--- src/source/cgmii_pkg.sv ---
package cgmii_pkg;

	// block geometry
	localparam int NB_BLOCK = 64;
	localparam int NB_CTRL  = 8;   // one bit per byte lane
	localparam int NB_LANE  = 8;

	// length input widths
	localparam int NB_NDATA = 8;
	localparam int NB_NIDLE = 5;
	localparam int NB_NTERM = 3;

	// cgmii character codes
	localparam logic [NB_LANE-1:0] IDLE_CHAR  = 8'h07;
	localparam logic [NB_LANE-1:0] START_CHAR = 8'hFB;
	localparam logic [NB_LANE-1:0] TERM_CHAR  = 8'hFD;

	// whole blocks
	localparam logic [NB_BLOCK-1:0] SEQ_BLOCK   = 64'h9C68797300000000; // sequence ordered set
	localparam logic [NB_BLOCK-1:0] ERROR_BLOCK = 64'hFEFEFEFEFEFEFEFE;

	// control masks, msb is lane 0
	localparam logic [NB_CTRL-1:0] IDLE_CTRL  = 8'hFF;
	localparam logic [NB_CTRL-1:0] START_CTRL = 8'h80;
	localparam logic [NB_CTRL-1:0] DATA_CTRL  = 8'h00;
	localparam logic [NB_CTRL-1:0] SEQ_CTRL   = 8'h80;

	// terminate mask indexed by the number of trailing data bytes
	localparam logic [NB_CTRL-1:0] term_ctrl_table [NB_CTRL] = '{
		8'hFF,
		8'h7F,
		8'h3F,
		8'h1F,
		8'h0F,
		8'h07,
		8'h03,
		8'h01
	};

	// generator start value, must not be zero
	localparam logic [NB_BLOCK-1:0] LFSR_SEED = 64'hACE1_0F3C_5A96_7E21;

	// frame sequencer states, one-hot
	typedef enum logic [5:0] {
		ST_SEQ   = 6'b000001,
		ST_IDLE  = 6'b000010,
		ST_START = 6'b000100,
		ST_DATA  = 6'b001000,
		ST_TERM  = 6'b010000,
		ST_ERROR = 6'b100000
	} frame_state_t;

	// one 64-bit block seen either as a word or as byte lanes
	typedef union packed {
		logic [NB_BLOCK-1:0]               word;
		logic [0:NB_CTRL-1][NB_LANE-1:0]   lane;  // lane 0 is the top byte
	} block_t;

endpackage

--- src/source/block_prbs.sv ---
`timescale 1ns/100ps
module block_prbs
	(
	input  logic              i_clock,
	input  logic              i_reset,
	input  logic              i_advance,
	output cgmii_pkg::block_t o_block
	);

	import cgmii_pkg::*;

	logic [NB_BLOCK-1:0] lfsr;
	logic [NB_BLOCK-1:0] lfsr_next;

	// full block worth of shifts, so no bit of the previous word is reused
	function automatic logic [NB_BLOCK-1:0] step_word
		(
		input logic [NB_BLOCK-1:0] seed
		);
		logic [NB_BLOCK-1:0] s;
		logic                fb;
		s  = seed;
		fb = 1'b0;
		for (int i = 0; i < NB_BLOCK; i++)
		begin
			fb = s[63] ^ s[62] ^ s[60] ^ s[59];  // taps 64 63 61 60
			s  = {s[NB_BLOCK-2:0], fb};
		end
		return s;
	endfunction

	assign lfsr_next = step_word(lfsr);

	always_ff @(posedge i_clock)
	begin
		if (i_reset)
			lfsr <= LFSR_SEED;
		else if (i_advance)
			lfsr <= lfsr_next;  // new word once the current one is sent
	end

	assign o_block.word = lfsr;

endmodule

--- src/source/frame_builder.sv ---
`timescale 1ns/100ps
module frame_builder
	(
	input  logic                           i_clock,
	input  logic                           i_reset,
	input  logic                           i_enable,
	input  logic                           i_valid,
	input  logic [cgmii_pkg::NB_NDATA-1:0] i_ndata,
	input  logic [cgmii_pkg::NB_NIDLE-1:0] i_nidle,
	input  logic [cgmii_pkg::NB_NTERM-1:0] i_nterm,
	output cgmii_pkg::block_t              o_tx_data,
	output logic [cgmii_pkg::NB_CTRL-1:0]  o_tx_ctrl,
	output logic                           o_valid
	);

	import cgmii_pkg::*;

	frame_state_t        state;
	logic [NB_NTERM-1:0] term_bytes;
	block_t              gen_block;    // current generator word
	block_t              tx_block;
	logic [NB_CTRL-1:0]  tx_ctrl;
	logic                step;
	logic                advance;

	assign step = i_valid & i_enable & ~i_reset;  // block taken on this edge

	// generator words are used up only by blocks that carry payload
	assign advance = step & ((state == ST_START) | (state == ST_DATA) | (state == ST_TERM));

	always_comb
	begin
		tx_block.word = {NB_CTRL{IDLE_CHAR}};
		tx_ctrl       = IDLE_CTRL;
		case (state)
			ST_SEQ:
			begin
				tx_block.word = SEQ_BLOCK;
				tx_ctrl       = SEQ_CTRL;
			end
			ST_IDLE:
			begin
				tx_block.word = {NB_CTRL{IDLE_CHAR}};
				tx_ctrl       = IDLE_CTRL;
			end
			ST_START:
			begin
				tx_block         = gen_block;
				tx_block.lane[0] = START_CHAR;  // lanes 1 to 7 stay payload
				tx_ctrl          = START_CTRL;
			end
			ST_DATA:
			begin
				tx_block.word = gen_block.word;
				tx_ctrl       = DATA_CTRL;
			end
			ST_TERM:
			begin
				for (int i = 0; i < NB_CTRL; i++)
				begin
					if (i < term_bytes)
						tx_block.lane[i] = gen_block.lane[i];
					else if (i == term_bytes)
						tx_block.lane[i] = TERM_CHAR;
					else
						tx_block.lane[i] = IDLE_CHAR;
				end
				tx_ctrl = term_ctrl_table[term_bytes];
			end
			ST_ERROR:
			begin
				tx_block.word = ERROR_BLOCK;
				tx_ctrl       = IDLE_CTRL;
			end
			default:
			begin
				tx_block.word = ERROR_BLOCK;  // unreachable encoding
				tx_ctrl       = IDLE_CTRL;
			end
		endcase
	end

	assign o_tx_data = tx_block;
	assign o_tx_ctrl = tx_ctrl;
	assign o_valid   = step;

	frame_fsm
	u_frame_fsm
		(
		.i_clock      (i_clock),
		.i_reset      (i_reset),
		.i_step       (step),
		.i_ndata      (i_ndata),
		.i_nidle      (i_nidle),
		.i_nterm      (i_nterm),
		.o_state      (state),
		.o_term_bytes (term_bytes)
		);

	block_prbs
	u_block_prbs
		(
		.i_clock   (i_clock),
		.i_reset   (i_reset),
		.i_advance (advance),
		.o_block   (gen_block)
		);

endmodule

--- src/source/frame_fsm.sv ---
`timescale 1ns/100ps
module frame_fsm
	(
	input  logic                           i_clock,
	input  logic                           i_reset,
	input  logic                           i_step,
	input  logic [cgmii_pkg::NB_NDATA-1:0] i_ndata,
	input  logic [cgmii_pkg::NB_NIDLE-1:0] i_nidle,
	input  logic [cgmii_pkg::NB_NTERM-1:0] i_nterm,
	output cgmii_pkg::frame_state_t        o_state,
	output logic [cgmii_pkg::NB_NTERM-1:0] o_term_bytes
	);

	import cgmii_pkg::*;

	frame_state_t        state;
	frame_state_t        state_next;
	frame_state_t        entry_state;   // first block of the coming frame cycle
	logic [NB_NIDLE-1:0] idle_cnt;      // idles left, current one included
	logic [NB_NDATA-1:0] data_cnt;      // start and data blocks left
	logic [NB_NTERM-1:0] term_bytes;
	logic                at_boundary;

	// lengths are sampled when leaving one of these
	assign at_boundary = (state == ST_SEQ) | (state == ST_TERM) | (state == ST_ERROR);

	always_comb
	begin
		if (i_nidle != '0)
			entry_state = ST_IDLE;
		else if (i_ndata == '0)
			entry_state = ST_ERROR;  // empty frame is not legal
		else
			entry_state = ST_START;
	end

	always_comb
	begin
		state_next = state;
		case (state)
			ST_SEQ, ST_TERM, ST_ERROR:
			begin
				state_next = entry_state;
			end
			ST_IDLE:
			begin
				if (idle_cnt == NB_NIDLE'(1))
				begin
					if (data_cnt == '0)
						state_next = ST_ERROR;
					else
						state_next = ST_START;
				end
			end
			ST_START:
			begin
				// start block already carries data, ndata of one means no data blocks
				if (data_cnt == NB_NDATA'(1))
					state_next = ST_TERM;
				else
					state_next = ST_DATA;
			end
			ST_DATA:
			begin
				if (data_cnt == NB_NDATA'(1))
					state_next = ST_TERM;
			end
			default:
			begin
				state_next = ST_SEQ;
			end
		endcase
	end

	always_ff @(posedge i_clock)
	begin
		if (i_reset)
		begin
			state      <= ST_SEQ;
			idle_cnt   <= '0;
			data_cnt   <= '0;
			term_bytes <= '0;
		end
		else if (i_step)
		begin
			state <= state_next;
			if (at_boundary)
			begin
				idle_cnt   <= i_nidle;
				data_cnt   <= i_ndata;
				term_bytes <= i_nterm;
			end
			else
			begin
				if (state == ST_IDLE)
					idle_cnt <= idle_cnt - 1'b1;
				if ((state == ST_START) | (state == ST_DATA))
					data_cnt <= data_cnt - 1'b1;
			end
		end
	end

	assign o_state      = state;
	assign o_term_bytes = term_bytes;  // held for the whole frame

endmodule

--- src/source/frame_gen_top.sv ---
`timescale 1ns/100ps
module frame_gen_top
	(
	input  logic                           i_clock,
	input  logic                           i_reset,
	input  logic                           i_enable,
	input  logic                           i_valid,
	input  logic [cgmii_pkg::NB_NDATA-1:0] i_ndata,   // start plus data blocks
	input  logic [cgmii_pkg::NB_NIDLE-1:0] i_nidle,
	input  logic [cgmii_pkg::NB_NTERM-1:0] i_nterm,   // trailing bytes in terminate
	output logic [cgmii_pkg::NB_BLOCK-1:0] o_tx_data,
	output logic [cgmii_pkg::NB_CTRL-1:0]  o_tx_ctrl,
	output logic                           o_valid
	);

	frame_builder
	u_frame_builder
		(
		.i_clock   (i_clock),
		.i_reset   (i_reset),
		.i_enable  (i_enable),
		.i_valid   (i_valid),
		.i_ndata   (i_ndata),
		.i_nidle   (i_nidle),
		.i_nterm   (i_nterm),
		.o_tx_data (o_tx_data),
		.o_tx_ctrl (o_tx_ctrl),
		.o_valid   (o_valid)
		);

endmodule

--- config.mk ---
export PLATFORM = sky130hd
export DESIGN_NAME = frame_gen_top
export DESIGN_NICKNAME = d
export VERILOG_FILES = /design/src/source/cgmii_pkg.sv /design/src/source/block_prbs.sv /design/src/source/frame_builder.sv /design/src/source/frame_fsm.sv /design/src/source/frame_gen_top.sv
export SDC_FILE = /design/constraint.sdc
export NUM_CORES = 1
export LEC_CHECK = 0
export BUFFER_PORTS_ARGS = -buffer_cell sky130_fd_sc_hd__buf_2
export CAP_MARGIN = 10
export CORE_ASPECT_RATIO = 0.5
export CORE_MARGIN = 5
export CORE_UTILIZATION = 30
export DETAILED_ROUTE_END_ITERATION = 16
export PLACE_DENSITY = 0.52
export SETUP_SLACK_MARGIN = 0.5
export SKIP_LAST_GASP = 1
export SYNTH_ARGS = -nofsm -noshare
export SYNTH_HDL_FRONTEND = slang
export SYNTH_SLANG_ARGS = --single-unit
--- constraint.sdc ---
create_clock -name i_clock -period 3.65 [get_ports i_clock]
set_input_delay 0.365 -clock i_clock [delete_from_list [all_inputs] [get_ports i_clock]]
set_output_delay 0.365 -clock i_clock [all_outputs]
set_load 0.05 [all_outputs]
==> summary.json <==
{
  "rsz_0062_raised_after_global_routing": "yes",
  "synthesis_stage_register_bit_count": 86,
  "fp.coreArea_mm2": 0.0216,
  "cts-root-to-sink-buffers": 2,
  "arrival_ns": 2.64,
  "num-nets-final": 866,
  "clock_tree.root_cell": "clkbuf_16",
  "layout_setup_ws_ns": 0.642,
  "cts_buffers": 9,
  "min-delay-path-class": "in2reg",
  "max-vdd-ir-drop_mv": 0.183,
  "fin_crit_ns": 3.01,
  "finalPower_mw": 2.76,
  "cts_tree": "done",
  "postCtsSetupRepairBufs": 0,
  "ant_nets": 0,
  "place.detailed.hpwl_mm": 13.5,
  "final_min_period_over_clock_period_pct": 82.4,
  "placed_cell_area_mm2": 0.00705,
  "antenna_found_initial": 0,
  "grt_pass1_vias": 5640,
  "gr-usage-all-layers_pct": 15.3,
  "max_cap_violations": 0,
  "whs_ns": 0.263,
  "num_io_pins": 93,
  "pre_cts_slack_ns": 0.715,
  "numPlacedInstances": 1130,
  "stdcell_area_mm2": 0.00739,
  "drt_iter0_drc": 406,
  "critPathCaptureType": "primary output",
  "cts.reportedPaths.clkPinSlew_ns": 0.07,
  "final_hold_viol_count": 0,
  "detailroute.via_count": 5754,
  "gp_congestion": 0.834,
  "run_status": "finished clean",
  "net_count_after_synthesis": 862,
  "initial_utilization_pct": 30.4,
  "htree_num_levels": 3,
  "final.setup.tns_ns": 0,
  "utilization_pct": 34.2,
  "final-max-slew-violation-count": 0,
  "synthesis.yosys.warnings": 0,
  "fmax_ghz": 0.332,
  "gr-total-overflow": 0,
  "critical_path_peak_fanout": 12,
  "worst_slew_pin_slew_ns": 0.905,
  "die_area_mm2": 0.0252,
  "die_h_um": 115,
  "grt_start_max_net_pins": 88,
  "seq_area_frac_synth_pct": 26.1,
  "dr.pass1.iters": 8,
  "via_density": 5.02,
  "async_reset_ff_share_pct": 0,
  "power_per_unit_of_standard_cell_area_mw_per_mm2": 374,
  "clock_latency_late_sink_ns": 0.35,
  "synthesis.area_per_instance_um2": 7.87,
  "mostFrequentLayoutCell": "xnor2_1",
  "mappedNetlistArea_mm2": 0.00658,
  "worstPathRequired_ns": 3.28,
  "finalWirelength_mm": 19.2,
  "finalClockSkew_ns": 0.0101,
  "synthesis_to_finish_area_growth_pct": 12.3,
  "post_route_cells_drive_above_1_share_pct": 17.4,
  "synth_enable_flop_cells": 0,
  "crit_path_start_kind": "flip-flop",
  "cts.sinks": 86,
  "max-slew-margin-rel_pct": 39.7,
  "most_frequent_cells_in_the_layout": "131 x xnor2_1, 92 x buf_2, 84 x dfxtp_1",
  "total_leakage_power_nw": 2.71,
  "std_cell_rows": 38,
  "worstSetupPathType": "reg2out",
  "setup-violations-final": 0,
  "global_route_wire_length_before_repair_mm": 31.0,
  "final_cell_count_no_fill": 1146,
  "yosys_cell_types": 65,
  "drc_errors": 0,
  "floorplan.die.width_um": 220,
  "portBuffers": 92,
  "wl_per_cell_um": 16.7,
  "syn_inst": 837,
  "num_antenna_cells": 0,
  "ys_dominant_reg_cell": "dfxtp_1"
}
synthesized netlist by cell type, types with 4 or more instances:
cell type  number  area share, %
a211oi_1       65            7.4
a21o_1         24            2.7
a21oi_1        24            1.8
a31oi_1         6           0.57
and2_1          4           0.38
buf_1           4           0.23
buf_2          19            1.4
buf_4           4           0.46
clkbuf_1       80            4.6
dfxtp_1        86             26
ha_1            5           0.95
inv_1          15           0.86
nand2_1        57            3.2
nand2b_1       33            3.1
nand3_1        24            1.8
nand4_1         6           0.57
nor2_1         69            3.9
nor2b_1         7           0.67
nor3_1         10           0.76
o211ai_1       10            1.1
o21ai_0        30            2.3
o31ai_1         5           0.57
o32ai_1         4           0.53
xnor2_1       131             17
xor2_1         60            8.0
where the power goes:
| group | internal, mW | switching [mW] |
|---|---|---|
| sequential | 0.951 | 0.0252 |
| clock | 0.550 | 0.408 |
| combinational | 0.191 | 0.638 |
routing by layer:
layer | part of all wire (%) | up-vias | track usage (%)
met5 | 0 | - | 0
met4 | 2.1 | 0 | 4.72
met3 | 3.9 | 30 | 2.97
met2 | 48 | 134 | 25.7
met1 | 46 | 2769 | 20.1
li1 | - | 2821 | -
kinds of logic after synthesis:
| kind of cell | after synthesis | share of synthesized area, % |
|---|---|---|
| mux | 2 | 0.304 |
| fa+ha+maj | 5 | 0.950 |
| xor+xnor | 194 | 26.4 |
| compound gates | 191 | 20.4 |
| buf+inv | 125 | 7.98 |
| simple gates | 234 | 17.8 |
| flops | 86 | 26.1 |
registers in the layout (all words and copies together), names as in the netlist:
register	count
u_frame_builder.u_frame_fsm.data_cnt	8
u_frame_builder.u_frame_fsm.o_term_bytes	3
u_frame_builder.u_frame_fsm.o_state	6
u_frame_builder.u_block_prbs.o_block	64
u_frame_builder.u_frame_fsm.idle_cnt	5
what timing repair did:
action | in CTS | in global routing
pin swaps | 0 | 0
endpoints found under the setup margin | 20 | 47
gates resized for setup | 6 | 6
hold buffers | 0 | 0
cloned | 0 | 0
worst max-delay path: stages (launching register included):
cell,delay [ns]
dfxtp_1,0.68
xor2_1,0.36
and2_2,0.39
a31oi_1,0.17
o211ai_1,0.38
buf_2,0.33
worst paths after layout:
check / startpoint / endpoint / slack (ns) / cells after the start
worst max-delay path: u_frame_builder.u_frame_fsm.o_state[2] / o_tx_data[17] / 0.64 / 5
worst min-delay path: i_nterm[2] / u_frame_builder.u_frame_fsm.o_term_bytes[2] / 0.26 / 3
worst max register to register: u_frame_builder.u_frame_fsm.o_state[5] / u_frame_builder.u_frame_fsm.idle_cnt[1] / 1.32 / 4
worst min register to register: u_frame_builder.u_frame_fsm.data_cnt[7] / u_frame_builder.u_frame_fsm.data_cnt[7] / 0.51 / 2
area by class of cell:
type / count / area [um2]
clock buffers: 11 / 243
well taps: 300 / 375
multi-input cells: 626 / 4380
clock inverters: 5 / 58.8
fillers: 2298 / 14200
inverters: 16 / 62.6
repair buffers: 102 / 548
flip-flops and latches: 86 / 1720
No activity file was read; power rests on OpenSTA's default activity.
